$ cat src/rtl/rv_isa_pkg.sv
`default_nettype none

package rv_isa_pkg;

    localparam int xlen       = 32;
    localparam int reg_addr_w = 5;

    // major opcodes of the supported subset
    localparam logic [6:0] op_r_type = 7'b0110011;
    localparam logic [6:0] op_i_type = 7'b0010011;
    localparam logic [6:0] op_b_type = 7'b1100011;
    localparam logic [6:0] op_jal    = 7'b1101111;
    localparam logic [6:0] op_lui    = 7'b0110111;
    localparam logic [6:0] op_system = 7'b1110011;

    localparam logic [2:0] funct3_add_sub = 3'b000;
    localparam logic [2:0] funct3_addi    = 3'b000;
    localparam logic [2:0] funct3_bne     = 3'b001;

    localparam logic [6:0] funct7_add = 7'b0000000;
    localparam logic [6:0] funct7_sub = 7'b0100000;

    typedef struct packed {
        logic [6:0]            funct7;
        logic [reg_addr_w-1:0] rs2;
        logic [reg_addr_w-1:0] rs1;
        logic [2:0]            funct3;
        logic [reg_addr_w-1:0] rd;
        logic [6:0]            opcode;
    } inst_r_t;

    typedef struct packed {
        logic [11:0]           imm_11_0;
        logic [reg_addr_w-1:0] rs1;
        logic [2:0]            funct3;
        logic [reg_addr_w-1:0] rd;
        logic [6:0]            opcode;
    } inst_i_t;

    typedef struct packed {
        logic                  imm_12;
        logic [5:0]            imm_10_5;
        logic [reg_addr_w-1:0] rs2;
        logic [reg_addr_w-1:0] rs1;
        logic [2:0]            funct3;
        logic [3:0]            imm_4_1;
        logic                  imm_11;
        logic [6:0]            opcode;
    } inst_b_t;

    typedef struct packed {
        logic                  imm_20;
        logic [9:0]            imm_10_1;
        logic                  imm_11;
        logic [7:0]            imm_19_12;
        logic [reg_addr_w-1:0] rd;
        logic [6:0]            opcode;
    } inst_j_t;

    typedef struct packed {
        logic [19:0]           imm_31_12;
        logic [reg_addr_w-1:0] rd;
        logic [6:0]            opcode;
    } inst_u_t;

    // one instruction word, five views
    typedef union packed {
        inst_r_t r;
        inst_i_t i;
        inst_b_t b;
        inst_j_t j;
        inst_u_t u;
    } inst_u;

endpackage

`default_nettype wire

$ cat src/rtl/reg_file.sv
`default_nettype none

module reg_file (
    input  logic                              clk,
    input  logic                              arst_n,
    input  logic [rv_isa_pkg::reg_addr_w-1:0] raddr1,
    input  logic [rv_isa_pkg::reg_addr_w-1:0] raddr2,
    output logic [rv_isa_pkg::xlen-1:0]       rdata1,
    output logic [rv_isa_pkg::xlen-1:0]       rdata2,
    input  logic                              wen,
    input  logic [rv_isa_pkg::reg_addr_w-1:0] waddr,
    input  logic [rv_isa_pkg::xlen-1:0]       wdata
);

    import rv_isa_pkg::*;

    logic [xlen-1:0] regs [1:31];

    function automatic logic [xlen-1:0] read_port(input logic [reg_addr_w-1:0] addr);
        if (addr == '0) begin
            return '0;
        end else if (wen && (waddr == addr)) begin
            return wdata; // write-first bypass
        end
        return regs[addr];
    endfunction

    always_ff @(posedge clk or negedge arst_n) begin
        if (!arst_n) begin
            for (int i = 1; i < 32; i++) begin
                regs[i] <= '0;
            end
        end else if (wen && (waddr != '0)) begin
            regs[waddr] <= wdata;
        end
    end

    always_comb begin
        rdata1 = read_port(raddr1);
        rdata2 = read_port(raddr2);
    end

endmodule

`default_nettype wire

$ cat config.mk
export PLATFORM = sky130hd
export DESIGN_NAME = reg_file
export DESIGN_NICKNAME = d
export VERILOG_FILES = /design/src/rtl/rv_isa_pkg.sv /design/src/rtl/reg_file.sv
export SDC_FILE = /design/constraint.sdc
export NUM_CORES = 2
export LEC_CHECK = 0
export BUFFER_PORTS_ARGS = -buffer_cell sky130_fd_sc_hd__buf_2
export CORE_MARGIN = 1
export CORE_UTILIZATION = 50
export DETAILED_ROUTE_END_ITERATION = 7
export PLACE_DENSITY = 0.7
export SYNTH_ARGS = -nofsm -noshare
export SYNTH_HDL_FRONTEND = slang
export SYNTH_SLANG_ARGS = --single-unit
$ cat constraint.sdc
create_clock -name clk -period 4.3 [get_ports clk]
set_input_delay 0.215 -clock clk [delete_from_list [all_inputs] [get_ports clk]]
set_output_delay 0.215 -clock clk [all_outputs]
set_load 0.005 [all_outputs]
-- After elaboration in Yosys (flattened, before gate mapping)
Cells that the tools add are included.
- mux-type cells: 19
- add/sub/neg operators: 0
- shifts and indexed selects: 0
- $lt $le $gt $ge: 4
- div/mod/pow operators: 0
- bitwise gates (word level): 3
- reductions and logical operators: 7
- multiply operators: 0
- equality and inequality tests: 2
- operators by type and width (operator ; number):
    bitwise mux 992 bit ; 1
    two-way mux 32 bit ; 11
    binary-select mux 32 bit (select 5 bit) ; 2
    demux 32 bit (select 5 bit) ; 1
    >= comparator 6 bit (second input constant) ; 3
    inverter 5 -> 6 bit ; 3
    equality test 5 bit ; 2
    zero test 5 bit ; 2
    < comparator 6 x 1 -> 1 bit (second input constant) ; 1
    nonzero test 5 bit ; 1
    logical AND 1 bit ; 4
    two-way mux 1 bit ; 4
- memory bits (read-only): 0
- memories: 0
- register bits after elaboration: 992
- latch bits: 0
- bits in writable memories: 0

-- Depth between registers and ports, before layout
- depth in word-level cells: 6
- gate-level depth with buffers: 9
- gate-level depth less buffers: 5

-- Least setup slack after synthesis
No wires, ideal clock.
- path type: input port to output port
- start: input port raddr1[0] (netlist name)
- end: output port rdata1[0] (netlist name)
- cell stages on the path: 6
- data arrival time: 1.689 ns
- path slack: 2.396 ns
- cells stage by stage: buf_4 buf_12 buf_2 mux4_2 a211oi_1 o41ai_2
- word-level cells in the longest chain between the ends: 5
- elaborated cells between the ends (all ways): 11
- classes of those cells: eq/ne: 1; mux: 7; bitwise: 1; reduce/logical: 2
- RTL lines (item ; line ; text):
    start, declared ; reg_file.sv:6 ; input logic [rv_isa_pkg::reg_addr_w-1:0] raddr1,
    inverter 5 -> 6 bit (not written as such) or equality test 5 bit (tied branches) ; reg_file.sv:25, reg_file.sv:22 ;
    binary-select mux 32 bit (select 5 bit) or logical AND 1 bit (tied branches) ; reg_file.sv:25, reg_file.sv:22 ;
    two-way mux 32 bit (not written as such) or two-way mux 1 bit (tied branches) ; reg_file.sv:25, reg_file.sv:22 ;
    two-way mux 32 bit (not written as such) or two-way mux 1 bit (tied branches) ; reg_file.sv:25, reg_file.sv:20 ;
    two-way mux 32 bit * ; reg_file.sv:25 ; return regs[addr];
    end, declared ; reg_file.sv:8 ; output logic [rv_isa_pkg::xlen-1:0] rdata1,
Every way passes the cells marked *; elsewhere a longest branch is shown, timed or not. The select of a mux whose other input is x is not followed.

-- Worst setup path after layout
- start: input port raddr1[1] (netlist name)
- end: output port rdata1[13] (netlist name)
Same word-level chain as after synthesis.

==> impl_metrics.xml <==
<?xml version="1.0" encoding="UTF-8"?>
<metrics>
  <group name="detailed_routing">
    <metric name="drtAntennaViolNets" unit="">0</metric>
    <metric name="detail_route.vias_per_cell" unit="">6.80</metric>
    <metric name="drt-initial-drc-count" unit="">3863</metric>
    <metric name="detailroute.via_count" unit="">37805</metric>
    <metric name="drc_errors" unit="">0</metric>
    <metric name="wire_per_inst" unit="um">30.5</metric>
    <metric name="drt_pre_antenna_iters" unit="">5</metric>
    <metric name="detail_route.wirelength" unit="um">170000</metric>
  </group>
  <group name="timing">
    <metric name="fmaxAchievable" unit="MHz">292</metric>
    <metric name="worst_slew_pin_slew" unit="ps">1450</metric>
    <metric name="holdWs" unit="ps">198</metric>
    <metric name="skew" unit="ps">0</metric>
    <metric name="final.setup.tns" unit="ps">0</metric>
    <metric name="timing.final.setup_violations" unit="">0</metric>
    <metric name="rsz0062_at_grt" unit="">false</metric>
    <metric name="max_slew_margin" unit="%">0.700</metric>
    <metric name="report.final.slew_viol_count" unit="">0</metric>
    <metric name="hold_viol" unit="">0</metric>
    <metric name="post-route-worst-setup-slack" unit="ps">876</metric>
    <metric name="layout_worst_path_cycle_share" unit="%">79.6</metric>
    <metric name="layout_min_cycle_time" unit="ps">3420</metric>
  </group>
  <group name="cts">
    <metric name="clock_tree.htree_level_count" unit="">3</metric>
    <metric name="post_cts_buffers" unit="">0</metric>
    <metric name="numCtsBuffers" unit="">102</metric>
    <metric name="clkTransAtPathRegs" unit="ps">60</metric>
    <metric name="cts_tree" unit="">built</metric>
    <metric name="ctsLongestPathBuffers" unit="">3</metric>
    <metric name="clk_root_buffer_cell" unit="">sky130_fd_sc_hd__clkbuf_16</metric>
    <metric name="tritoncts_num_sinks" unit="">992</metric>
    <metric name="clk_latency" unit="ps">670</metric>
  </group>
  <group name="outcome">
    <metric name="failed_checks" unit="">max-capacitance violations</metric>
    <metric name="run_status" unit="">finished, violations left</metric>
  </group>
  <group name="placed_design">
    <metric name="port_buffers" unit="">113</metric>
    <metric name="gp_routability_congestion" unit="">0.865</metric>
    <metric name="post-dp-hpwl" unit="um">102000</metric>
    <metric name="post_dp_cell_area" unit="sq um">56500</metric>
    <metric name="place_inst" unit="">5373</metric>
    <metric name="dp_worst_setup_slack" unit="ps">913</metric>
  </group>
  <group name="finish">
    <metric name="top_register" unit="">regs</metric>
    <metric name="flow.area_growth_from_synthesis" unit="%">9.32</metric>
    <metric name="layout_top_registers" unit="">regs x992</metric>
    <metric name="layout-drive-gt1-share" unit="%">43.1</metric>
    <metric name="finish.instance_area" unit="sq um">60000</metric>
    <metric name="largest_register_ffs" unit="">992</metric>
    <metric name="fin_nets" unit="">4115</metric>
    <metric name="final_util" unit="%">55.1</metric>
    <metric name="stdcell_count" unit="">5559</metric>
  </group>
  <group name="power_and_ir_drop">
    <metric name="power_per_cell_area" unit="nW/um^2">458</metric>
    <metric name="power_frac_clock" unit="%">33.5</metric>
    <metric name="leakagePower" unit="nW">26.5</metric>
    <metric name="intPower" unit="mW">19.8</metric>
    <metric name="report.power.total" unit="mW">27.5</metric>
    <metric name="comb_power_share" unit="%">20.7</metric>
    <metric name="power.ir.vdd_worst" unit="mV">0.280</metric>
    <metric name="power_share_of_the_sequential_group" unit="%">45.7</metric>
    <metric name="net-switching-power" unit="mW">7.71</metric>
    <metric name="power.switching_fraction" unit="%">28.1</metric>
  </group>
  <group name="synth">
    <metric name="syn_nets" unit="">4186</metric>
    <metric name="syn_area_per_cell" unit="sq um">13.3</metric>
    <metric name="yosys_warnings" unit="">0</metric>
    <metric name="synth_edf_count" unit="">0</metric>
    <metric name="mappedNetlistArea" unit="sq um">54900</metric>
    <metric name="seq_area_frac_synth" unit="%">45.3</metric>
    <metric name="ys_seq_elements" unit="">992</metric>
    <metric name="postSynthCellCount" unit="">4136</metric>
    <metric name="synthArstFlopShare" unit="%">100</metric>
    <metric name="dominantRegCellSynth" unit="">sky130_fd_sc_hd__dfrtp_1</metric>
    <metric name="synth.lib_cells_used.distinct" unit="">55</metric>
  </group>
  <group name="grt">
    <metric name="use_met2" unit="%">47.2</metric>
    <metric name="first_global_vias" unit="">38109</metric>
    <metric name="grt_antenna_before_repair" unit="">16</metric>
    <metric name="grtUsageMet3" unit="%">7.16</metric>
    <metric name="globalRouteTotalUtil" unit="%">30.5</metric>
    <metric name="grt_max_degree" unit="">124</metric>
    <metric name="busiest_layer" unit="">met2</metric>
    <metric name="grt.met1_usage" unit="%">41.5</metric>
    <metric name="first_pass_grt_wire_length" unit="um">253000</metric>
    <metric name="overflow" unit="">0</metric>
  </group>
  <group name="worst_setup_path">
    <metric name="max_stage_delay" unit="ps">1210</metric>
    <metric name="start_kind" unit="">input pin</metric>
    <metric name="cp-end-kind" unit="">output port</metric>
    <metric name="worst_r2r_path_depth" unit="">1</metric>
    <metric name="crit_type" unit="">input pin to output port</metric>
    <metric name="crit_path_top_delay_cell" unit="">sky130_fd_sc_hd__a2111oi_0</metric>
    <metric name="worst-endpoint-required" unit="ps">4090</metric>
    <metric name="critical_path_cell_sequence" unit="">buf_8 -&gt; buf_12 -&gt; mux2i_1 -&gt; o22ai_1 -&gt; a2111oi_0 -&gt; o41ai_2 -&gt; buf_2</metric>
    <metric name="critPathMaxFanout" unit="">111</metric>
    <metric name="crit_arrival" unit="ps">3210</metric>
  </group>
  <group name="die">
    <metric name="die_w" unit="um">333</metric>
    <metric name="die_height" unit="um">333</metric>
    <metric name="floorplan.die_area" unit="sq um">111000</metric>
    <metric name="core" unit="sq um">109000</metric>
    <metric name="io_pins" unit="">114</metric>
    <metric name="floorplan.rows" unit="">121</metric>
    <metric name="initial_core_util" unit="%">50.4</metric>
  </group>
  <group name="min_path">
    <metric name="worst_min_path_class" unit="">input pin to flop</metric>
    <metric name="min_delay_path_depth" unit="">3</metric>
  </group>
  <group name="flow_run">
    <metric name="cap_violations" unit="">1</metric>
  </group>
</metrics>
[power by group through the flow]
stage | registers, mW | clock network, mW | logic (mW)
floorplan | 12.2 | 0 | 4.28
global placement | 12.5 | 0 | 5.50
detailed placement | 12.6 | 0 | 5.64
CTS | 12.5 | 9.29 | 5.66
global route | 12.8 | 9.68 | 6.09
finish | 12.6 | 9.21 | 5.69
[worst max-delay path, delay by kind of cell]
kind / cells / cell delay (ps)
compound gates: 3 / 1530
buf+inv: 3 / 970
mux: 1 / 260
[worst paths after layout]
path	endpoint	from	slack (ps)
setup / recovery	rdata1[13]	raddr1[1]	880
hold / removal	regs[624]	wdata[16]	200
setup reg to reg	regs[638]	regs[638]	3480
hold reg to reg	regs[624]	regs[624]	510
max in group asynchronous	regs[302]	arst_n	2660
min in group asynchronous	regs[708]	arst_n	240
[layout make-up]
type                    instances  area, sq um
multi-input cells            2699        27900
clock buffers                 145         2980
clock inverters                35          462
repair buffers                266         2020
well taps                    1414         1770
diodes                          4         10.0
flip-flops and latches        992        24800
fillers                      8888        48900
inverters                       4         15.0
[logic make-up after synthesis]
| kind of cell | share of synthesized area, % |
|---|---|
| mux | 38.9 |
| flops | 45.3 |
| simple gates | 4.37 |
| compound gates | 7.02 |
| buf+inv | 4.37 |
| xor+xnor | 0.112 |
[cell usage after synthesis (all sizes together) (2+ instances only)]
cell type | n | area share, %
a221oi | 62 | 0.99
a311oi | 11 | 0.18
o221ai | 31 | 0.49
mux2 | 1051 | 22
nand3b | 2 | 0.027
clkbuf | 181 | 1.2
o41ai | 62 | 1.6
nor4 | 2 | 0.023
nor3b | 3 | 0.041
nor2b | 79 | 0.90
a211oi | 65 | 0.94
a2111oi | 30 | 0.48
mux4 | 220 | 9.1
mux2i | 451 | 8.2
a21oi | 12 | 0.11
dfrtp | 992 | 45
nand3 | 37 | 0.34
buf | 260 | 3.1
o21ai | 23 | 0.21
o22ai | 162 | 1.8
nor2 | 76 | 0.54
nor3 | 125 | 1.2
inv | 4 | 0.027
nand2 | 146 | 1.0
or2 | 4 | 0.046
nand2b | 21 | 0.24
o311ai | 2 | 0.032
xnor2 | 7 | 0.11
a31oi | 3 | 0.034
[what timing repair did]
item / in CTS / in global routing
hold buffers: 2 / 0
gates resized for setup: 0 / 0
hold endpoints to repair: 92 / 0
[routing by layer]
layer | wire length, um | vias to the layer above
met5 | 121 | -
met4 | 6050 | 18
met1 | 69800 | 20096
met3 | 15500 | 387
li1 | - | 15568
met2 | 78000 | 1736
[cells in the final DEF, fill, tap and decap left out, drive strengths merged, types with 3 or more instances in the layout]
| cell | netlist | layout |
|---|---|---|
| a2111oi | 30 | 30 |
| a211oi | 65 | 65 |
| a21oi | 12 | 12 |
| a221oi | 62 | 62 |
| a311oi | 11 | 11 |
| a31oi | 3 | 3 |
| buf | 260 | 264 |
| bufinv | 0 | 11 |
| clkbuf | 181 | 145 |
| clkinv | 0 | 20 |
| clkinvlp | 0 | 3 |
| dfrtp | 992 | 992 |
| diode | 0 | 4 |
| inv | 4 | 5 |
| mux2 | 1051 | 1051 |
| mux2i | 451 | 451 |
| mux4 | 220 | 220 |
| nand2 | 146 | 146 |
| nand2b | 21 | 21 |
| nand3 | 37 | 37 |
| nor2 | 76 | 76 |
| nor2b | 79 | 79 |
| nor3 | 125 | 125 |
| nor3b | 3 | 3 |
| o21ai | 23 | 23 |
| o221ai | 31 | 31 |
| o22ai | 162 | 162 |
| o41ai | 62 | 62 |
| or2 | 4 | 4 |
| xnor2 | 7 | 7 |
No activity file was read; power rests on OpenSTA's default activity.
