$ cat src/rtl/rv_isa_pkg.sv
`default_nettype none

package rv_isa_pkg;

    localparam int xlen       = 32;
    localparam int reg_addr_w = 5;

    // major opcodes of the supported subset
    localparam logic [6:0] op_r_type = 7'b0110011;
    localparam logic [6:0] op_i_type = 7'b0010011;
    localparam logic [6:0] op_b_type = 7'b1100011;
    localparam logic [6:0] op_jal    = 7'b1101111;
    localparam logic [6:0] op_lui    = 7'b0110111;
    localparam logic [6:0] op_system = 7'b1110011;

    localparam logic [2:0] funct3_add_sub = 3'b000;
    localparam logic [2:0] funct3_addi    = 3'b000;
    localparam logic [2:0] funct3_bne     = 3'b001;

    localparam logic [6:0] funct7_add = 7'b0000000;
    localparam logic [6:0] funct7_sub = 7'b0100000;

    typedef struct packed {
        logic [6:0]            funct7;
        logic [reg_addr_w-1:0] rs2;
        logic [reg_addr_w-1:0] rs1;
        logic [2:0]            funct3;
        logic [reg_addr_w-1:0] rd;
        logic [6:0]            opcode;
    } inst_r_t;

    typedef struct packed {
        logic [11:0]           imm_11_0;
        logic [reg_addr_w-1:0] rs1;
        logic [2:0]            funct3;
        logic [reg_addr_w-1:0] rd;
        logic [6:0]            opcode;
    } inst_i_t;

    typedef struct packed {
        logic                  imm_12;
        logic [5:0]            imm_10_5;
        logic [reg_addr_w-1:0] rs2;
        logic [reg_addr_w-1:0] rs1;
        logic [2:0]            funct3;
        logic [3:0]            imm_4_1;
        logic                  imm_11;
        logic [6:0]            opcode;
    } inst_b_t;

    typedef struct packed {
        logic                  imm_20;
        logic [9:0]            imm_10_1;
        logic                  imm_11;
        logic [7:0]            imm_19_12;
        logic [reg_addr_w-1:0] rd;
        logic [6:0]            opcode;
    } inst_j_t;

    typedef struct packed {
        logic [19:0]           imm_31_12;
        logic [reg_addr_w-1:0] rd;
        logic [6:0]            opcode;
    } inst_u_t;

    // one instruction word, five views
    typedef union packed {
        inst_r_t r;
        inst_i_t i;
        inst_b_t b;
        inst_j_t j;
        inst_u_t u;
    } inst_u;

endpackage

`default_nettype wire

$ cat src/rtl/rv_pipe_pkg.sv
`default_nettype none

package rv_pipe_pkg;

    import rv_isa_pkg::*;

    localparam int imem_depth  = 64;
    localparam int imem_addr_w = 6;

    typedef enum logic {
        alu_add,
        alu_sub
    } alu_op_e;

    typedef enum logic [1:0] {
        src_reg,
        src_imm,
        src_four_pc
    } alu_src_e;

    typedef enum logic [1:0] {
        imm_i,
        imm_b,
        imm_j,
        imm_u
    } imm_op_e;

    typedef struct packed {
        logic                  branch;
        logic                  jump;
        logic                  reg_wen;
        logic [reg_addr_w-1:0] reg_waddr;
        logic [reg_addr_w-1:0] reg1_raddr;
        logic [reg_addr_w-1:0] reg2_raddr;
        imm_op_e               imm_op;
        alu_op_e               alu_op;
        alu_src_e              alu_src;
        logic                  ebreak;
        logic                  illegal;
    } ctrl_t;

    // fetch/decode register
    typedef struct packed {
        logic            valid;
        logic [xlen-1:0] pc;
        inst_u           inst;
    } fd_t;

    // decode/execute register
    typedef struct packed {
        logic            valid;
        logic [xlen-1:0] pc;
        ctrl_t           ctrl;
        logic [xlen-1:0] rs1_val;
        logic [xlen-1:0] rs2_val;
        logic [xlen-1:0] imm;
    } de_t;

    typedef struct packed {
        logic [xlen-1:0]       pc;
        logic [reg_addr_w-1:0] rd;
        logic [xlen-1:0]       wdata;
    } retire_t;

endpackage

`default_nettype wire

$ cat src/rtl/execute_stage.sv
`default_nettype none

module execute_stage (
    input  logic                              clk,
    input  logic                              arst_n,
    input  rv_pipe_pkg::de_t                  de,
    output logic                              wen,
    output logic [rv_isa_pkg::reg_addr_w-1:0] waddr,
    output logic [rv_isa_pkg::xlen-1:0]       wdata,
    output logic                              redirect,
    output logic [rv_isa_pkg::xlen-1:0]       redirect_pc,
    output logic                              stop,
    output logic                              retire_valid,
    output rv_pipe_pkg::retire_t              retire,
    output logic                              halted,
    output logic                              illegal
);

    import rv_isa_pkg::*;
    import rv_pipe_pkg::*;

    logic [xlen-1:0] op_a;
    logic [xlen-1:0] op_b;
    logic [xlen-1:0] result;
    logic            halt_now;
    logic            exec_ok;

    assign op_a = (de.ctrl.alu_src == src_four_pc) ? de.pc : de.rs1_val;

    always_comb begin
        case (de.ctrl.alu_src)
            src_reg:     op_b = de.rs2_val;
            src_imm:     op_b = de.imm;
            src_four_pc: op_b = xlen'(4);
            default:     op_b = de.rs2_val;
        endcase
    end

    assign result = (de.ctrl.alu_op == alu_sub) ? op_a - op_b : op_a + op_b;

    assign halt_now = de.valid && (de.ctrl.ebreak || de.ctrl.illegal);
    assign exec_ok  = de.valid && !halt_now;

    assign redirect    = exec_ok && (de.ctrl.jump || (de.ctrl.branch && (result != '0)));
    assign redirect_pc = de.pc + de.imm;

    assign wen   = exec_ok && de.ctrl.reg_wen;
    assign waddr = de.ctrl.reg_waddr;
    assign wdata = result;

    assign stop = halted || halt_now;

    always_ff @(posedge clk or negedge arst_n) begin
        if (!arst_n) begin
            retire_valid <= 1'b0;
            halted       <= 1'b0;
            illegal      <= 1'b0;
        end else begin
            retire_valid <= exec_ok;
            halted       <= halted || halt_now;
            illegal      <= illegal || (de.valid && de.ctrl.illegal); // sticky
        end
    end

    always_ff @(posedge clk) begin
        retire.pc    <= de.pc;
        retire.rd    <= de.ctrl.reg_waddr;
        retire.wdata <= de.ctrl.reg_wen ? result : '0; // bne reports no data
    end

endmodule

`default_nettype wire

$ cat config.mk
export PLATFORM = sky130hd
export DESIGN_NAME = execute_stage
export DESIGN_NICKNAME = d
export VERILOG_FILES = /design/src/rtl/rv_isa_pkg.sv /design/src/rtl/rv_pipe_pkg.sv /design/src/rtl/execute_stage.sv
export SDC_FILE = /design/constraint.sdc
export NUM_CORES = 1
export LEC_CHECK = 0
export ABC_CLOCK_PERIOD_IN_PS = 14700
export BUFFER_PORTS_ARGS = -buffer_cell sky130_fd_sc_hd__buf_2
export CORE_UTILIZATION = 53
export CTS_BUF_LIST = sky130_fd_sc_hd__clkbuf_16
export CTS_CLUSTER_DIAMETER = 100
export DETAILED_ROUTE_END_ITERATION = 10
export HOLD_SLACK_MARGIN = 0.03
export PLACE_DENSITY = 0.88
export RECOVER_POWER = 50
export SLEW_MARGIN = 10
export SYNTH_ARGS = -nofsm -noshare
export SYNTH_HDL_FRONTEND = slang
export SYNTH_SLANG_ARGS = --single-unit
$ cat constraint.sdc
create_clock -name clk -period 14.7 [get_ports clk]
set_input_delay 2.94 -clock clk [delete_from_list [all_inputs] [get_ports clk]]
set_output_delay 2.94 -clock clk [all_outputs]
set_load 0.02 [all_outputs]
# [Yosys cells after proc, flatten, opt, wreduce, memory -nomap -nowiden]
# Cells that the tools add are included.
[classes] add_sub_neg=3 n_eq_ne=2 muxes=3 reduce_logical=12
[op_table] op="$add A32 B32 Y32" count=2
[op_table] op="$mux W32" count=2
[op_table] op="$pmux W32 S2" count=1
[op_table] op="$reduce_bool A32 Y1" count=1
[op_table] op="$sub A32 B32 Y32" count=1
[op_table] op="$logic_and A1 B1 Y1" count=6
[op_table] op="$logic_or A1 B1 Y1" count=4
[op_table] op="$eq A2 B1 Y1 const B" count=1
[op_table] op="$eq A2 B2 Y1 const B" count=1
[op_table] op="$logic_not A1 Y1" count=1
[totals] register_bits=72 inputBits=156 output_inout_bits=144 elab_cells=26

# [Depth between registers and ports, before layout]
[depth] depth_word=8 depth_mapped=23 depth_no_buf=21

# [Least setup slack after synthesis]
# Ideal clock, no wire load.
[synth_timing] path_kind="in2out" startpoint="input de[98] (netlist bit)" endpoint="output redirect" arrival_ps=7361 required_time_ps=11760 setup_slack_ps=4399 stages=21 path_buffers=2 path_cell_list="inv_1 ha_1 nor2b_1 buf_2 a22o_1 nor3_1 o211ai_1 nor2_1 nor2_1 xor2_1 ha_1 buf_2 a2111o_1 o221ai_2 o22a_2 and2_1 a21boi_1 xor2_1 or4b_1 a2111oi_2 nor2_1"
[synth_between] elab_chain_len=8
[synth_lines] item="start, declared" line_no="execute_stage.sv:6" text="input rv_pipe_pkg::de_t de,"
[synth_lines] item="$eq A2 B2 Y1 or $eq A2 B1 Y1 (tied branches)" line_no="execute_stage.sv:28, execute_stage.sv:31"
[synth_lines] item="$pmux W32 S2 or $mux W32 (tied branches)" line_no="execute_stage.sv:31, execute_stage.sv:28"
[synth_lines] item="$add A32 B32 Y32 or $sub A32 B32 Y32 (tied branches)" line_no="execute_stage.sv:39" text="assign result = (de.ctrl.alu_op == alu_sub) ? op_a - op_b : op_a + op_b;"
[synth_lines] item="$mux W32 (*)" line_no="execute_stage.sv:39"
[synth_lines] item="net wdata, one bit" line_no="execute_stage.sv:9" text="output logic [rv_isa_pkg::xlen-1:0] wdata,"
[synth_lines] item="$reduce_bool A32 Y1 (*)" line_no="execute_stage.sv:44" text="assign redirect = exec_ok && (de.ctrl.jump || (de.ctrl.branch && (result != '0)));"
[synth_lines] item="$logic_and A1 B1 Y1 (*)" line_no="execute_stage.sv:44"
[synth_lines] item="$logic_or A1 B1 Y1 (*)" line_no="execute_stage.sv:44"
[synth_lines] item="$logic_and A1 B1 Y1 (*)" line_no="execute_stage.sv:44"
[synth_lines] item="end, declared" line_no="execute_stage.sv:10" text="output logic redirect,"
# Mark *: on every way through the listed nets, which the timed path passes. The rest lies on a longest branch.

# [Worst setup path in the final report]
[layout_timing] startpoint="input de[98] (netlist bit)" endpoint="output redirect"
[layout_between] elab_chain_len=8
[layout_lines] item="$eq A2 B2 Y1 or $eq A2 B1 Y1 (tied branches)" line_no="execute_stage.sv:28, execute_stage.sv:31"
[layout_lines] item="$pmux W32 S2 or $mux W32 (tied branches)" line_no="execute_stage.sv:31, execute_stage.sv:28"
[layout_lines] item="$add A32 B32 Y32 or $sub A32 B32 Y32 (tied branches)" line_no="execute_stage.sv:39"
[layout_lines] item="$mux W32 (*)" line_no="execute_stage.sv:39"
[layout_lines] item="$reduce_bool A32 Y1 (*)" line_no="execute_stage.sv:44"
[layout_lines] item="$logic_and A1 B1 Y1 (*)" line_no="execute_stage.sv:44"
[layout_lines] item="$logic_or A1 B1 Y1 (*)" line_no="execute_stage.sv:44"
[layout_lines] item="$logic_and A1 B1 Y1 (*)" line_no="execute_stage.sv:44"
# Every way passes the cells marked *; elsewhere a longest branch is shown, timed or not.

==> summary.txt <==
Power and ir drop
  • Peak supply drop: 0.0854 mV
  • Final Total Pwr: 1.07 mW
  • Static leakage: 3.82 nW
  • Power density cells: 126 mW/mm2

Layout
  • Finished Layout Cells: 1276
  • ANT cells: 0
  • Nets: 1322
  • Area Growth Syn to Fin: 24.5%
  • Layout cells sized above 1: 23.3%
  • Multi-input logic area: 0.00506 mm2
  • Register area: 0.00146 mm2
  • Fin util: about two thirds
  • Fillers: 1171

Placement
  • HPWL after detailed placement: 17400 um
  • Port Buf Inserts: 287
  • GP Congestion: 0.923
  • Placed cells: 1260

Synthesis
  • Post-synth top cells: 69 x dfxtp_1, 67 x a21oi_1, 65 x ha_1, 48 x nor2_1, 44 x o21ai_0
  • Yosys warns: 0
  • Post-synth top area cell: dfxtp_1
  • Yosys cell types: 76
  • Top_reg_cell synth: dfxtp_1
  • Yosys reg bits: 72
  • Synth Cell Area: just under 0.007 mm2
  • Synth top area cells: dfxtp_1 20%, ha_1 12%, mux2_2 5.1%, a21oi_1 4.9%, xnor2_1 4.9%
  • Mapped Cells: 836
  • Seq/Total Area, Yosys: 21.3%
  • Synth Net Count: between 1000 and 1500
  • EDFF count, synth: 0
  • Syn Area/Cell: 8.18 um2
  • Count leader, synth: dfxtp_1
  • Share of flip-flops with an asynchronous set or reset: roughly 4.2%
  • Area share of the largest cell type after synthesis: 20.2%

Worst setup path
  • Critical Path RT: 11.76 ns
  • Bufs and invs on worst path: 4
  • Critical Path Max Stage Delay: 0.46 ns
  • Crit path top cell by count: nor2_1
  • Crit end category: output port
  • Crit path max-delay cell type: a2111o_1
  • Startpoint Class: primary input
  • Setup CP Type: in2out
  • CP top delay family: compound AO/OA/AOI/OAI gates
  • CP cell instances: buf_2, inv_1, ha_1, buf_4, nor2b_2, a22o_1, nor3_1, o211ai_1, nor2_1, nor2_1, xor2_1, ha_1, a2111o_1, o221ai_2, o22a_2, nand2_2, or3_1, a2111oi_0, nand4_1, a2111oi_2, nor2_1, buf_2
  • Worst Path Arrival: about 8.5 ns
  • Crit path max fanout: between 50 and 60

Floorplanning
  • Die span in y: 116 um
  • Die X: 116 um
  • Rows: around 40
  • Die area: 0.0134 mm2
  • CORE AREA: 0.0126 mm2
  • Initial Utilization: 54.2%
  • # IOs: 300

STA
  • Max Fclk: 0.0874 GHz
  • Hold WS: 0.479 ns
  • RSZ-0062 raised after global routing: false
  • Setup Skew: 0 ns
  • Min Clock Period, post-route: ~11 ns
  • Final setup violating endpoints: 0
  • Slew headroom: 64.6%
  • Final period utilization: 77.8%
  • Worst slew pin tran: about 0.53 ns
  • Fin. Hold Viols: 0
  • Setup TNS Final: 0 ns
  • Slew Viols, Final: 0

Global route
  • GR Overflow Total: 0
  • Largest net degree at the start of global routing: 54
  • Number of global-route vias before repair: 6773
  • First-pass GRT wire length: around 32000 um
  • Antenna violations before repair: 0
  • Gr usage total: 30.9%

Routing
  • 1st-iter DRT viols: 343
  • Via count: 7254
  • DRC: 2
  • Routed wire length: around 21000 um
  • Post-route ant nets: 0
  • Post-detailed-route wirelength per cell: 16.6 um
  • DR vias/cell: roughly 5.7
  • Drt pass-1 iters: 8

Outcome
  • Failing checks: design-rule violations
  • Outcome: complete, but fails checks

Clock tree
  • H-tree levels: 3
  • TritonCTS clock tree: yes
  • CTS Root Cell: clkbuf_16
  • Post-CTS Resized: 0
  • Cts hold-fix bufs: 0
  • CTS clock-pin slew for the worst setup and hold paths: 0.06 ns
  • Post-CTS setup buffer count: 0
  • Clk sink count: 72
  • Clk_lat worst skew: 0.35 ns
  • CTS buffer count: 9
  • Clock Path Buffers: 2

Min path
  • Hold Crit Class: reg2reg

Job
  • Max-Cap Viols: 0
-- cell usage in the layout (no fill, tap or decap), types with 25 or more instances in the layout --
master,n
o21ai_0,44
a21oi_1,67
nand2_1,37
xor2_1,37
dfxtp_1,69
and2_1,40
nor2_1,48
xnor2_1,38
a22oi_1,25
ha_1,65
inv_1,42
mux2_2,31
buf_2,187
clkbuf_1,100
-- sequential cells by signal, summed over array words and instances (netlist names) --
signal and flops:
illegal 1, halted 1, retire_valid 1, retire 69
-- stage by stage --
stage,cell area [um2],setup WS [ns]
floorplan,6840,4.40
global placement,8340,3.46
detailed placement,8340,3.29
CTS,8640,3.27
global route,8510,2.77
finish,8510,3.26
-- power breakdown --
group / switching (mW) / internal, mW / total, mW
Sequential: 0.00717 / 0.225 / 0.232
Clock: 0.0892 / 0.132 / 0.221
Combinational: 0.393 / 0.228 / 0.621
Total: 0.490 / 0.585 / 1.07
-- layout make-up --
| cell class | instances | area share, % |
|---|---|---|
| multi-input combinational | 685 | 59.4 |
| timing repair buffer | 290 | 15.7 |
| inverter | 41 | 1.81 |
| sequential | 72 | 17.1 |
| clock buffer | 9 | 2.65 |
| tap | 172 | 2.53 |
| clock inverter | 7 | 0.838 |
-- logic make-up (layout without fill, tap and decap cells) --
kind of cell,Yosys count,in the layout,share of synthesized area (%)
compound gates,269,269,27.2
xor+xnor,75,75,9.60
fa+ha+maj,67,67,12.5
buf+inv,79,347,4.81
flops,72,72,21.3
mux,38,38,6.13
simple gates,236,236,18.5
-- final timing paths --
check | startpoint | endpoint | slack, ns | depth (start not counted)
min | halted$_DFF_PN0_ | halted$_DFF_PN0_ | 0.48 | 1
min in group asynchronous | arst_n | halted$_DFF_PN0_ | 2.39 | 1
max in group asynchronous | arst_n | illegal$_DFF_PN0_ | 12.15 | 1
max | de[98] | redirect | 3.26 | 22
min reg2reg | halted$_DFF_PN0_ | halted$_DFF_PN0_ | 0.48 | 1
max reg2reg | illegal$_DFF_PN0_ | illegal$_DFF_PN0_ | 14.04 | 1
-- layer usage --
layer,vias to the layer above,share of wire (%),GRT usage [%]
met5,-,0,0
met4,0,3.2,13.9
met3,53,7.1,7.74
met2,298,51,58.6
met1,3290,39,31.7
li1,3613,-,-
Power figures use the tool's default switching activity.
