===== config.mk =====
export PLATFORM = sky130hd
export DESIGN_NAME = decode_stage
export DESIGN_NICKNAME = d
export VERILOG_FILES = /design/src/rtl/rv_isa_pkg.sv /design/src/rtl/rv_pipe_pkg.sv /design/src/rtl/ctrl.sv /design/src/rtl/decode_stage.sv
export SDC_FILE = /design/constraint.sdc
export NUM_CORES = 1
export LEC_CHECK = 0
export BUFFER_PORTS_ARGS = -buffer_cell sky130_fd_sc_hd__buf_2
export CAP_MARGIN = 30
export CORE_AREA = 2 2 115 117
export CTS_BUF_LIST = sky130_fd_sc_hd__clkbuf_16
export DETAILED_ROUTE_END_ITERATION = 10
export DIE_AREA = 0 0 117 119
export RECOVER_POWER = 25
export REMOVE_ABC_BUFFERS = 1
export SLEW_MARGIN = 0
export SYNTH_ARGS = -nofsm -noshare
export SYNTH_HDL_FRONTEND = slang
export SYNTH_SLANG_ARGS = --single-unit

===== constraint.sdc =====
create_clock -name clk -period 4.8 [get_ports clk]
set_input_delay 0.72 -clock clk [delete_from_list [all_inputs] [get_ports clk]]
set_output_delay 0.72 -clock clk [all_outputs]
set_load 0.05 [all_outputs]

===== src/rtl/rv_isa_pkg.sv =====
`default_nettype none

package rv_isa_pkg;

    localparam int xlen       = 32;
    localparam int reg_addr_w = 5;

    // major opcodes of the supported subset
    localparam logic [6:0] op_r_type = 7'b0110011;
    localparam logic [6:0] op_i_type = 7'b0010011;
    localparam logic [6:0] op_b_type = 7'b1100011;
    localparam logic [6:0] op_jal    = 7'b1101111;
    localparam logic [6:0] op_lui    = 7'b0110111;
    localparam logic [6:0] op_system = 7'b1110011;

    localparam logic [2:0] funct3_add_sub = 3'b000;
    localparam logic [2:0] funct3_addi    = 3'b000;
    localparam logic [2:0] funct3_bne     = 3'b001;

    localparam logic [6:0] funct7_add = 7'b0000000;
    localparam logic [6:0] funct7_sub = 7'b0100000;

    typedef struct packed {
        logic [6:0]            funct7;
        logic [reg_addr_w-1:0] rs2;
        logic [reg_addr_w-1:0] rs1;
        logic [2:0]            funct3;
        logic [reg_addr_w-1:0] rd;
        logic [6:0]            opcode;
    } inst_r_t;

    typedef struct packed {
        logic [11:0]           imm_11_0;
        logic [reg_addr_w-1:0] rs1;
        logic [2:0]            funct3;
        logic [reg_addr_w-1:0] rd;
        logic [6:0]            opcode;
    } inst_i_t;

    typedef struct packed {
        logic                  imm_12;
        logic [5:0]            imm_10_5;
        logic [reg_addr_w-1:0] rs2;
        logic [reg_addr_w-1:0] rs1;
        logic [2:0]            funct3;
        logic [3:0]            imm_4_1;
        logic                  imm_11;
        logic [6:0]            opcode;
    } inst_b_t;

    typedef struct packed {
        logic                  imm_20;
        logic [9:0]            imm_10_1;
        logic                  imm_11;
        logic [7:0]            imm_19_12;
        logic [reg_addr_w-1:0] rd;
        logic [6:0]            opcode;
    } inst_j_t;

    typedef struct packed {
        logic [19:0]           imm_31_12;
        logic [reg_addr_w-1:0] rd;
        logic [6:0]            opcode;
    } inst_u_t;

    // one instruction word, five views
    typedef union packed {
        inst_r_t r;
        inst_i_t i;
        inst_b_t b;
        inst_j_t j;
        inst_u_t u;
    } inst_u;

endpackage

`default_nettype wire


===== src/rtl/rv_pipe_pkg.sv =====
`default_nettype none

package rv_pipe_pkg;

    import rv_isa_pkg::*;

    localparam int imem_depth  = 64;
    localparam int imem_addr_w = 6;

    typedef enum logic {
        alu_add,
        alu_sub
    } alu_op_e;

    typedef enum logic [1:0] {
        src_reg,
        src_imm,
        src_four_pc
    } alu_src_e;

    typedef enum logic [1:0] {
        imm_i,
        imm_b,
        imm_j,
        imm_u
    } imm_op_e;

    typedef struct packed {
        logic                  branch;
        logic                  jump;
        logic                  reg_wen;
        logic [reg_addr_w-1:0] reg_waddr;
        logic [reg_addr_w-1:0] reg1_raddr;
        logic [reg_addr_w-1:0] reg2_raddr;
        imm_op_e               imm_op;
        alu_op_e               alu_op;
        alu_src_e              alu_src;
        logic                  ebreak;
        logic                  illegal;
    } ctrl_t;

    // fetch/decode register
    typedef struct packed {
        logic            valid;
        logic [xlen-1:0] pc;
        inst_u           inst;
    } fd_t;

    // decode/execute register
    typedef struct packed {
        logic            valid;
        logic [xlen-1:0] pc;
        ctrl_t           ctrl;
        logic [xlen-1:0] rs1_val;
        logic [xlen-1:0] rs2_val;
        logic [xlen-1:0] imm;
    } de_t;

    typedef struct packed {
        logic [xlen-1:0]       pc;
        logic [reg_addr_w-1:0] rd;
        logic [xlen-1:0]       wdata;
    } retire_t;

endpackage

`default_nettype wire


===== src/rtl/ctrl.sv =====
`default_nettype none

module ctrl (
    input  rv_isa_pkg::inst_u   inst,
    output rv_pipe_pkg::ctrl_t  ctrl
);

    import rv_isa_pkg::*;
    import rv_pipe_pkg::*;

    logic bad;

    always_comb begin
        ctrl = '0;
        bad  = 1'b0;
        case (inst.r.opcode)
            op_r_type: begin
                ctrl.reg_wen    = 1'b1;
                ctrl.reg_waddr  = inst.r.rd;
                ctrl.reg1_raddr = inst.r.rs1;
                ctrl.reg2_raddr = inst.r.rs2;
                ctrl.alu_src    = src_reg;
                if (inst.r.funct3 != funct3_add_sub) begin
                    bad = 1'b1;
                end else if (inst.r.funct7 == funct7_add) begin
                    ctrl.alu_op = alu_add;
                end else if (inst.r.funct7 == funct7_sub) begin
                    ctrl.alu_op = alu_sub;
                end else begin
                    bad = 1'b1;
                end
            end
            op_i_type: begin
                ctrl.reg_wen    = 1'b1;
                ctrl.reg_waddr  = inst.i.rd;
                ctrl.reg1_raddr = inst.i.rs1;
                ctrl.imm_op     = imm_i;
                ctrl.alu_op     = alu_add;
                ctrl.alu_src    = src_imm;
                if (inst.i.funct3 != funct3_addi) begin
                    bad = 1'b1; // only addi
                end
            end
            op_b_type: begin
                ctrl.reg1_raddr = inst.b.rs1;
                ctrl.reg2_raddr = inst.b.rs2;
                ctrl.imm_op     = imm_b;
                ctrl.alu_op     = alu_sub; // nonzero diff means taken
                ctrl.alu_src    = src_reg;
                if (inst.b.funct3 == funct3_bne) begin
                    ctrl.branch = 1'b1;
                end else begin
                    bad = 1'b1;
                end
            end
            op_jal: begin
                ctrl.jump      = 1'b1;
                ctrl.reg_wen   = 1'b1;
                ctrl.reg_waddr = inst.j.rd;
                ctrl.imm_op    = imm_j;
                ctrl.alu_op    = alu_add;
                ctrl.alu_src   = src_four_pc; // link value
            end
            op_lui: begin
                ctrl.reg_wen    = 1'b1;
                ctrl.reg_waddr  = inst.u.rd;
                ctrl.reg1_raddr = '0; // x0 + imm
                ctrl.imm_op     = imm_u;
                ctrl.alu_op     = alu_add;
                ctrl.alu_src    = src_imm;
            end
            op_system: begin
                ctrl.ebreak = 1'b1;
            end
            default: begin
                bad = 1'b1;
            end
        endcase

        // An unknown word must not write or branch, only flag itself.
        if (bad) begin
            ctrl         = '0;
            ctrl.illegal = 1'b1;
        end
    end

endmodule

`default_nettype wire


===== src/rtl/decode_stage.sv =====
`default_nettype none

module decode_stage (
    input  logic                              clk,
    input  logic                              arst_n,
    input  rv_pipe_pkg::fd_t                  fd,
    input  logic                              stop,
    input  logic                              squash,
    output logic [rv_isa_pkg::reg_addr_w-1:0] raddr1,
    output logic [rv_isa_pkg::reg_addr_w-1:0] raddr2,
    input  logic [rv_isa_pkg::xlen-1:0]       rdata1,
    input  logic [rv_isa_pkg::xlen-1:0]       rdata2,
    output rv_pipe_pkg::de_t                  de
);

    import rv_isa_pkg::*;
    import rv_pipe_pkg::*;

    ctrl_t           dec_ctrl;
    logic [xlen-1:0] imm;
    logic            de_valid;
    logic [xlen-1:0] de_pc;
    ctrl_t           de_ctrl;
    logic [xlen-1:0] de_rs1;
    logic [xlen-1:0] de_rs2;
    logic [xlen-1:0] de_imm;

    ctrl u_ctrl (
        .inst (fd.inst),
        .ctrl (dec_ctrl)
    );

    assign raddr1 = dec_ctrl.reg1_raddr;
    assign raddr2 = dec_ctrl.reg2_raddr;

    always_comb begin
        case (dec_ctrl.imm_op)
            imm_i: imm = {{20{fd.inst.i.imm_11_0[11]}}, fd.inst.i.imm_11_0};
            imm_b: imm = {{19{fd.inst.b.imm_12}}, fd.inst.b.imm_12, fd.inst.b.imm_11,
                          fd.inst.b.imm_10_5, fd.inst.b.imm_4_1, 1'b0};
            imm_j: imm = {{11{fd.inst.j.imm_20}}, fd.inst.j.imm_20, fd.inst.j.imm_19_12,
                          fd.inst.j.imm_11, fd.inst.j.imm_10_1, 1'b0};
            default: imm = {fd.inst.u.imm_31_12, 12'b0}; // imm_u
        endcase
    end

    always_ff @(posedge clk or negedge arst_n) begin
        if (!arst_n) begin
            de_valid <= 1'b0;
        end else begin
            de_valid <= fd.valid && !squash && !stop;
        end
    end

    always_ff @(posedge clk) begin
        de_pc   <= fd.pc;
        de_ctrl <= dec_ctrl;
        de_rs1  <= rdata1;
        de_rs2  <= rdata2;
        de_imm  <= imm;
    end

    assign de = '{valid: de_valid, pc: de_pc, ctrl: de_ctrl,
                  rs1_val: de_rs1, rs2_val: de_rs2, imm: de_imm};

endmodule

`default_nettype wire


== Word level (Yosys, flattened, before mapping) ==
Cells that the tools add are included.

* Eq/ne operators: 10
* Muxes and demuxes: 19
* Bitwise logic cells: 2
* Reduce and logical (&&, ||, !) cells: 14

{| class="wikitable"
|+ Operator list
! operator !! count
|-
| $pmux W31 S3 || 1
|-
| $eq A7 B6 Y1 const B || 3
|-
| $eq A7 B7 Y1 const B || 3
|-
| $mux W17 || 1
|-
| $pmux W3 S4 || 1
|-
| $mux W1 || 11
|-
| $mux W5 || 2
|-
| $reduce_or A2 Y1 || 4
|-
| $eq A7 B5 Y1 const B || 1
|-
| $logic_not A7 Y1 || 1
|-
| $mux W6 || 1
|-
| $pmux W2 S3 || 1
|-
| $reduce_or A3 Y1 || 2
|-
| $pmux W1 S4 || 1
|-
| $reduce_or A4 Y1 || 1
|-
| $eq A3 B1 Y1 const B || 1
|-
| $reduce_bool A3 Y1 || 1
|-
| $eq A2 B1 Y1 const B || 1
|-
| $eq A2 B2 Y1 const B || 1
|-
| $logic_and A1 B1 Y1 || 2
|-
| $logic_not A1 Y1 || 2
|-
| $logic_not A2 Y1 || 1
|-
| $not A1 Y1 || 2
|}

* Bits in registers: 154
* Output and inout port bits: 164
* Logic and storage cells: 61

== Longest topological paths before layout ==
Gate-level depths: netlist of the first run.

* Word-level depth: 8
* Mapped depth: 7
* Depth with buffers taken out: 5

== By module ==
A second synthesis of the first run with hierarchy kept.

* Cell total of the unflattened synthesis: 281
* Area, all modules: 3896.2 µm²

{| class="wikitable"
|+ By module, submodules not included
! module !! times used !! cells each !! area each (µm²)
|-
| decode_stage || 1 || 207 || 3439.5
|-
| ctrl || 1 || 74 || 456.7
|}

== Worst setup path before layout of the first run ==
No wires, ideal clock.

* Path type: input-to-output
* From: in fd[26] (netlist name)
* To: out raddr2[0] (netlist name)
* Data arrival time: 2077 ps
* Required time: 4080 ps
* Slack: 2003 ps
* Stages on the path: 6
* Cell sequence: nor4_4 > a21boi_2 > a2bb2oi_2 > a211o_4 > nor3_1 > buf_4

{| class="wikitable"
|+ RTL lines
! what !! line !! source
|-
| from (decl) || decode_stage.sv:6 || <nowiki>input rv_pipe_pkg::fd_t fd,</nowiki>
|-
| to (decl) || decode_stage.sv:10 || <nowiki>output logic [rv_isa_pkg::reg_addr_w-1:0] raddr2,</nowiki>
|}

== Final worst setup path of the first run ==
* From: in fd[26] (netlist name)
* To: out raddr2[4] (netlist name)

* Longest elaborated chain between the ends: 6
* Elaborated cells on any way between the ends: 7
* Those cells by class: 1 x eq/ne; 5 x mux; 1 x reduce/logical

{| class="wikitable"
|+ Ends and longest elaborated chain
! what !! line !! source
|-
| $eq A7 B6 Y1 || ctrl.sv:27 || <nowiki>end else if (inst.r.funct7 == funct7_sub) begin</nowiki>
|-
| $mux W1 || ctrl.sv:27 ||
|-
| $mux W1 * || ctrl.sv:25 || <nowiki>end else if (inst.r.funct7 == funct7_add) begin</nowiki>
|-
| $mux W1 * || ctrl.sv:23 || <nowiki>if (inst.r.funct3 != funct3_add_sub) begin</nowiki>
|-
| $pmux W1 S4 * || ctrl.sv:16 || <nowiki>case (inst.r.opcode)</nowiki>
|-
| $mux W17 * || ctrl.sv:81 || <nowiki>if (bad) begin</nowiki>
|}

Every way passes the cells marked *; elsewhere a longest branch is shown, timed or not.

==> metrics.txt, run 1 <==
Total Die Area=approximately 14000 sq um; most frequent cells in the layout=sky130_fd_sc_hd__buf_2, sky130_fd_sc_hd__dfxtp_1, sky130_fd_sc_hd__a21o_1, sky130_fd_sc_hd__clkbuf_16, sky130_fd_sc_hd__nand2_1; async set or reset register ratio after synthesis=0.6494%; total wirelength of the detailed-routed design=between 10000 and 15000 um; sw frac=27.75%; post-route clock period utilization=approximately two thirds; clock buffer count from CTS=17; TritonCTS clock tree=yes; number of synthesized flops with an enable pin=0; number of buffers inserted by port buffering=between 200 and 300; worst hold-check path type=input port to asynchronous set/reset pin; category of the worst setup path launch point=input port; Worst IR Drop VDD=0.0001940 V; Synth Cell Area=about 3900 sq um; total overflow reported by the global router=0; clock group share of total power=43.8%; total placed instance area=5504 sq um; share of layout cells above drive strength 1=between 50% and 60%; Pleak=approximately 3.2 nW; aggregate negative setup slack=0 ns; internal power of the cells=~2.2 mW; Primary FF master, synth=sky130_fd_sc_hd__dfxtp_1; final-report max-slew violation count=0; # Post-CTS Setup Buffers=0; sequential area share after synthesis=just under 80%; Total GRT Usage=about 16%; io pins=297; TritonRoute pass-1 iters=4; Core ar.=between 10000 and 15000 sq um; cells resized by post-CTS repair=0; nets@finish=just over 700; Final Hold Viols=0; clock buffer depth=2; library cell used as clock root buffer=sky130_fd_sc_hd__clkbuf_16; data required time at the worst endpoint=slightly above 4 ns; Switching Power=roughly 0.85 mW; worst-path fanout max=7; total number of yosys warnings=0; sum of net half-perimeters after detailed placement=~9400 um; synthesis-to-finish area growth=56.70%; count of max-cap constraint violations=0; initial cell density of the core=between 30% and 40%; signal arrival time at the worst endpoint=between 2 and 3 ns; Avg Cell Area, Syn=around 14 sq um; worst slew slack as a fraction of its limit=44.21%; Detailed Route Iter0 Violations=94; count of standard-cell rows=42; core occupancy in the finished layout=between 40% and 50%; Setup Crit Path Kind=input port to output pin; via count=3121; achievable clock frequency=0.3107 GHz; H-tree Lvls=4; Logic pwr share=between 10% and 20%; count of mapped cells out of synthesis=~290; status=finished, final reports clean; Least-Margin Pin Slew=approximately 0.84 ns; post-detailed-route count of antenna-violating nets=0; count of different cell masters after synthesis=33; vias in the first global route=about 3.2k; # DRC=0; number of clock sinks=approximately 150; clock input transition at the sequential cells of the worst setup and hold paths=0.06 ns; setup repair after global routing missed its margin=no; Seq pwr share=44.0%; floorplan die width=117 um; capturing element type of the critical path=output pin; total setup violations reported at the end of the flow=0; initial antenna violation count=3; Via density=around 4.0; DIE HEIGHT=between 100 and 150 um; hold buffer count at cts=0; final design area excluding fillers=~6100 sq um; number of storage elements in the synthesis netlist=roughly 150; average wire per cell in the routed design=roughly 15 um; largest net degree at the start of global routing=21; PD cells=roughly 500 nW/um^2; global-route wire length before repair=around 16000 um; most common library cell in the layout ignoring fill and taps=sky130_fd_sc_hd__buf_2; final worst path period need=about 3.2 ns; Total Power Consumption=between 3 and 4 mW; last weighted congestion value of the routability-driven placer=0.8071
==> layer usage <==
| layer | wire, um | up-vias | global-route usage [%] |
|---|---|---|---|
| met5 | 0 | - | 0 |
| met4 | 284 | 0 | 6.912 |
| met3 | 1231 | 17 | 8.651 |
| met2 | 6005 | 161 | 28.25 |
| met1 | 3976 | 1411 | 15.62 |
| li1 | - | 1532 | - |
==> Yosys cell counts (2+ instances only) <==
cell	n	area (sq um)
sky130_fd_sc_hd__buf_2	3	15.01
sky130_fd_sc_hd__nand2b_1	3	18.77
sky130_fd_sc_hd__clkbuf_1	3	11.26
sky130_fd_sc_hd__nor2_1	9	33.78
sky130_fd_sc_hd__buf_4	11	82.58
sky130_fd_sc_hd__dfxtp_1	153	3063
sky130_fd_sc_hd__nor3b_1	2	15.01
sky130_fd_sc_hd__o21ai_0	8	40.04
sky130_fd_sc_hd__a21o_1	19	142.6
sky130_fd_sc_hd__inv_1	6	22.52
sky130_fd_sc_hd__a21oi_1	4	20.02
sky130_fd_sc_hd__nand2_1	13	48.80
sky130_fd_sc_hd__nor2b_1	11	68.82
sky130_fd_sc_hd__nor3_1	9	45.04
sky130_fd_sc_hd__and2_1	6	37.54
sky130_fd_sc_hd__mux2i_1	2	20.02
sky130_fd_sc_hd__and3_1	7	43.79
==> state kept, by name, summed over array words and instances (netlist names) <==
name and flops:
de 25, de_rs1 32, de_rs2 32, de_pc 32, de_imm 32, de_valid 1
==> critical path, cell delays in order <==
cell	delay, ns
sky130_fd_sc_hd__buf_2	0.12
sky130_fd_sc_hd__nor4_4	0.33
sky130_fd_sc_hd__a21boi_2	0.12
sky130_fd_sc_hd__a2bb2oi_2	0.20
sky130_fd_sc_hd__a211o_4	0.41
sky130_fd_sc_hd__nor3_1	0.27
sky130_fd_sc_hd__buf_2	0.32
==> worst paths after layout <==
check                           start    endpoint  slack [ns]  cells past startpoint
min                            arst_n    de_valid        0.06                      1
max                            fd[26]   raddr2[4]        1.58                      7
max in group asynchronous      arst_n    de_valid        4.65                      1
min in group clk           rdata1[28]  de_rs1[28]        0.40                      1
==> layout make-up <==
type / instances / area [sq um]
diodes: 3 / 7.507
clock buffers: 17 / 425.4
multi-input cells: 108 / 684.4
flip-flops and latches: 154 / 3088
repair buffers: 297 / 1489
well taps: 176 / 220.2
fillers: 1208 / 6758
clock inverters: 15 / 180.2
inverters: 6 / 22.52
==> metrics by stage <==
| stage | hold slack [ns] | instances | setup slack, ns |
|---|---|---|---|
| after floorplan | 0.4244 | 268 | 1.297 |
| after global placement | 0.4960 | 741 | 1.639 |
| after detailed placement | 0.4966 | 741 | 1.570 |
| final | 0.06290 | 776 | 1.581 |
| after global routing | 0.03165 | 776 | 1.489 |
| after CTS | 0.03925 | 773 | 1.547 |
==> cells by family (layout without fill, tap and decap cells) <==
group | after synthesis | count (layout) | synth area share [%]
flops | 154 | 154 | 79.10
simple gates | 65 | 65 | 9.295
compound gates | 41 | 41 | 7.725
buf+inv | 23 | 335 | 3.365
mux | 2 | 2 | 0.5128
other cells | 0 | 3 | 0
==> power groups by stage <==
stage / clock (mW) / sequential (mW) / combinational [mW]
2_1_floorplan: 0 / 1.60 / 0.0287
3_5_place_dp: 0 / 1.38 / 0.375
6_report: 1.35 / 1.35 / 0.373
5_1_grt: 1.44 / 1.36 / 0.391
4_1_cts: 1.39 / 1.35 / 0.376
3_3_place_gp: 0 / 1.38 / 0.373
Power figures use the tool's default switching activity.
==> run 2: changes to the inputs <==
--- a/config.mk
+++ b/config.mk
@@ -5,12 +5,14 @@
 export SDC_FILE = /design/constraint.sdc
 export NUM_CORES = 1
 export LEC_CHECK = 0
+export ABC_AREA = 1
 export BUFFER_PORTS_ARGS = -buffer_cell sky130_fd_sc_hd__buf_2
 export CAP_MARGIN = 30
 export CORE_AREA = 2 2 115 117
 export CTS_BUF_LIST = sky130_fd_sc_hd__clkbuf_16
 export DETAILED_ROUTE_END_ITERATION = 10
 export DIE_AREA = 0 0 117 119
+export PLACE_DENSITY = 0.67
 export RECOVER_POWER = 25
 export REMOVE_ABC_BUFFERS = 1
 export SLEW_MARGIN = 0
==> constraint.sdc (replaced) <==
create_clock -name clk -period 2.6 [get_ports clk]
set_input_delay 0.39 -clock clk [delete_from_list [all_inputs] [get_ports clk]]
set_output_delay 0.39 -clock clk [all_outputs]
set_load 0.05 [all_outputs]
==> run 2 against run 1 <==
  * Die area unchanged
  * Worst setup slack worse by 1.3 ns
  * Core utilization did not move
  * Flip-flop and latch count is the same
  * Cell count is 3.9% higher
  * Clock power up 86%
  * Routed wire length shrank 0.36%
  * Via count increased by 3.6%
  * Largest cell class unchanged
  * Largest power group is now the clock network
==> metrics.txt, run 2 <==
status=finished, final reports clean (unchanged); global-route wire length before repair=16220 um (was 16420 um); top cells by count, synth=sky130_fd_sc_hd__dfxtp_1, sky130_fd_sc_hd__inv_1, sky130_fd_sc_hd__nand2_1, sky130_fd_sc_hd__nor2_1, sky130_fd_sc_hd__o21ai_0 (was sky130_fd_sc_hd__dfxtp_1, sky130_fd_sc_hd__a21o_1, sky130_fd_sc_hd__nand2_1); largest cells by area after synthesis=sky130_fd_sc_hd__dfxtp_1, sky130_fd_sc_hd__inv_1, sky130_fd_sc_hd__o21ai_0 (was sky130_fd_sc_hd__dfxtp_1, sky130_fd_sc_hd__a21o_1, sky130_fd_sc_hd__buf_4); Detailed Route Iter0 Violations=141 (was 94); number of storage elements in the synthesis netlist=154 (unchanged); beginning of the worst hold path=rdata2[9]; hold depth=1; Primary FF master, synth=sky130_fd_sc_hd__dfxtp_1 (unchanged); Worst IR Drop VDD=0.0003500 V (was 0.0001940 V); async set or reset register ratio after synthesis=0.6494% (unchanged); Setup Crit Path Kind=input port to output pin (unchanged); total setup violations reported at the end of the flow=0 (unchanged); worst-path fanout max=18 (was 7); clock buffer count from CTS=17 (unchanged); sequential area share after synthesis=79.69% (was 79.10%); category of the worst setup path launch point=input port (unchanged); TritonCTS clock tree=yes (unchanged); Via density=4.010 (was 4.022); slowest cell on the critical path=sky130_fd_sc_hd__buf_2 (was sky130_fd_sc_hd__a211o_4); Logic pwr share=11.7% (was 12.2%); Switching Power=1.517 mW (was 0.8520 mW); via count=3232 (was 3121); Avg Cell Area, Syn=12.50 sq um (was 13.70 sq um); io pins=297 (unchanged); Total Die Area=13920 sq um (unchanged); most frequent cells in the layout=sky130_fd_sc_hd__buf_2, sky130_fd_sc_hd__dfxtp_1, sky130_fd_sc_hd__inv_1, sky130_fd_sc_hd__nand2_1, sky130_fd_sc_hd__nor2_1 (was sky130_fd_sc_hd__buf_2, sky130_fd_sc_hd__dfxtp_1, sky130_fd_sc_hd__a21o_1, sky130_fd_sc_hd__clkbuf_16, sky130_fd_sc_hd__nand2_1); DIE HEIGHT=119 um (unchanged); last weighted congestion value of the routability-driven placer=0.7946 (was 0.8071); floorplan die width=117 um (unchanged); Pleak=3.231 nW (was 3.171 nW); clock buffer depth=2 (unchanged); H-tree Lvls=4 (unchanged); worst slew slack as a fraction of its limit=60.09% (was 44.21%); signal arrival time at the worst endpoint=1.89 ns (was 2.50 ns); post-detailed-route count of antenna-violating nets=0 (unchanged); largest stage delay on the critical path=0.32 ns (was 0.41 ns); TritonRoute pass-1 iters=4 (unchanged); setup repair after global routing missed its margin=no (unchanged); vias in the first global route=3179 (was 3175); Total GRT Usage=15.86% (was 16.20%); Core ar.=12870 sq um (unchanged); post-synth top area share=79.04% (was 78.46%); data required time at the worst endpoint=2.21 ns (was 4.08 ns); initial antenna violation count=4 (was 3); fillcell total=1218 (was 1208); average wire per cell in the routed design=14.21 um (was 14.82 um); largest net degree at the start of global routing=19 (was 21); count of different cell masters after synthesis=23 (was 33); clock group share of total power=44.3% (was 43.8%); # DRC=0 (unchanged); number of buffers inserted by port buffering=296 (unchanged); PD cells=927.6 nW/um^2 (was 501.8 nW/um^2); Seq pwr share=44.0% (about the same); number of synthesized flops with an enable pin=0 (unchanged); cell type with the largest total area after synthesis=sky130_fd_sc_hd__dfxtp_1 (unchanged); nets@finish=746 (was 717); worst hold-check path type=input port to register (was input port to asynchronous set/reset pin); synthesis-to-finish area growth=57.86% (was 56.70%); library cell used as clock root buffer=sky130_fd_sc_hd__clkbuf_16 (unchanged); total wirelength of the detailed-routed design=11460 um (was 11500 um); sum of net half-perimeters after detailed placement=9499 um (was 9354 um); count of max-cap constraint violations=0 (unchanged); final-report max-slew violation count=0 (unchanged); Final Hold Viols=0 (unchanged); count of standard-cell rows=42 (unchanged); post-route clock period utilization=87.82%; initial cell density of the core=30.10% (was 30.32%); sw frac=26.73% (was 27.75%); clock input transition at the sequential cells of the worst setup and hold paths=0.06 ns (about the same); most common cell in the synthesized netlist=sky130_fd_sc_hd__dfxtp_1 (unchanged); achievable clock frequency=between 0.4 and 0.5 GHz; total number of yosys warnings=0 (unchanged); Synth Cell Area=3875 sq um (was 3904 sq um); final design area excluding fillers=6117 sq um (unchanged); most common library cell in the layout ignoring fill and taps=sky130_fd_sc_hd__buf_2 (unchanged); internal power of the cells=4.157 mW (was 2.218 mW); cell breakdown of the critical path=buf_2, nand2_1, nor2_2, nand2_1, nand4_2, nand2_4, nor3_1, buf_2 (was buf_2, nor4_4, a21boi_2, a2bb2oi_2, a211o_4, nor3_1, buf_2); final worst path period need=roughly 2.3 ns; final worst setup slack=0.3166 ns (was 1.581 ns); Least-Margin Pin Slew=0.5964 ns (was 0.8368 ns); share of layout cells above drive strength 1=55.43% (was 55.95%); total placed instance area=5483 sq um (was 5504 sq um); capturing element type of the critical path=output pin (unchanged); count of mapped cells out of synthesis=310 (was 285); pre-CTS WS=0.3260 ns (was 1.570 ns); total overflow reported by the global router=0 (unchanged); end of the worst hold path=de_rs2[9]; number of clock sinks=154 (unchanged)
-- run 2: power groups by stage --
stage | logic, mW | clock network [mW] | registers [mW]
CTS | 0.668 | 2.58 | 2.50
global route | 0.695 | 2.69 | 2.50
global placement | 0.660 | 0 | 2.55
floorplan | 0.0451 | 0 | 2.94
finish | 0.664 | 2.51 | 2.50
detailed placement | 0.666 | 0 | 2.55
-- run 2: cell families (layout without fill, tap and decap cells) --
kind of cell	Yosys count	after routing	share of synthesized area [%]
simple gates	80	80	10.82
buf+inv	52	368	6.297
flops	154	154	79.69
compound gates	24	24	3.197
other cells	0	4	0
-- run 2: what timing repair did --
item | in CTS | in global routing
resized for setup | 0 | 0
setup buffers | 0 | 0
hold endpoints to repair | 1 | 0
hold buffers | 1 | 0
-- run 2: worst max-delay path, delay by kind of cell --
kind                   cells  cell delay [ns]
buffers and inverters      2             0.45
AND/OR/NAND/NOR            6             1.06
-- run 2: worst max path at each step --
stage	from	to	cells past startpoint
floorplan	fd[5]	raddr1[4]	6
global placement	fd[28]	raddr1[4]	9
detailed placement	fd[26]	raddr2[0]	9
CTS	fd[26]	raddr2[0]	9
global route	fd[26]	raddr2[0]	9
finish	fd[6]	raddr2[0]	8
-- run 2: area by class of cell --
class | instances | area (sq um) | share of cell area (%)
repair buffers | 298 | 1499 | 24.50
well taps | 176 | 220.2 | 3.600
clock buffers | 17 | 425.4 | 6.954
inverters | 38 | 142.6 | 2.332
clock inverters | 15 | 188.9 | 3.089
multi-input cells | 104 | 543.0 | 8.877
diodes | 4 | 10.01 | 0.1636
flip-flops and latches | 154 | 3088 | 50.48
-- run 2: metrics by stage --
step           TNS (ns)  utilization, %  power, mW  hold WS (ns)  instances
2_1_floorplan  -0.01758               -      2.984       0.09441        296
3_3_place_gp          0           42.59      3.206        0.1659        769
3_5_place_dp          0           42.59      3.215        0.1675        769
4_1_cts               0           47.43      5.748       0.04301        802
5_1_grt               0           47.49      5.886       0.04597        805
6_report              0           47.51      5.674       0.07275        806
-- run 2: metal layers --
layer  up-vias  GRT usage [%]  wire [um]
met3        19          7.074       1079
met2       172          27.24       5910
met4         0          7.059        176
met1      1474          16.43       4291
li1       1567              -          -
met5         -              0          0
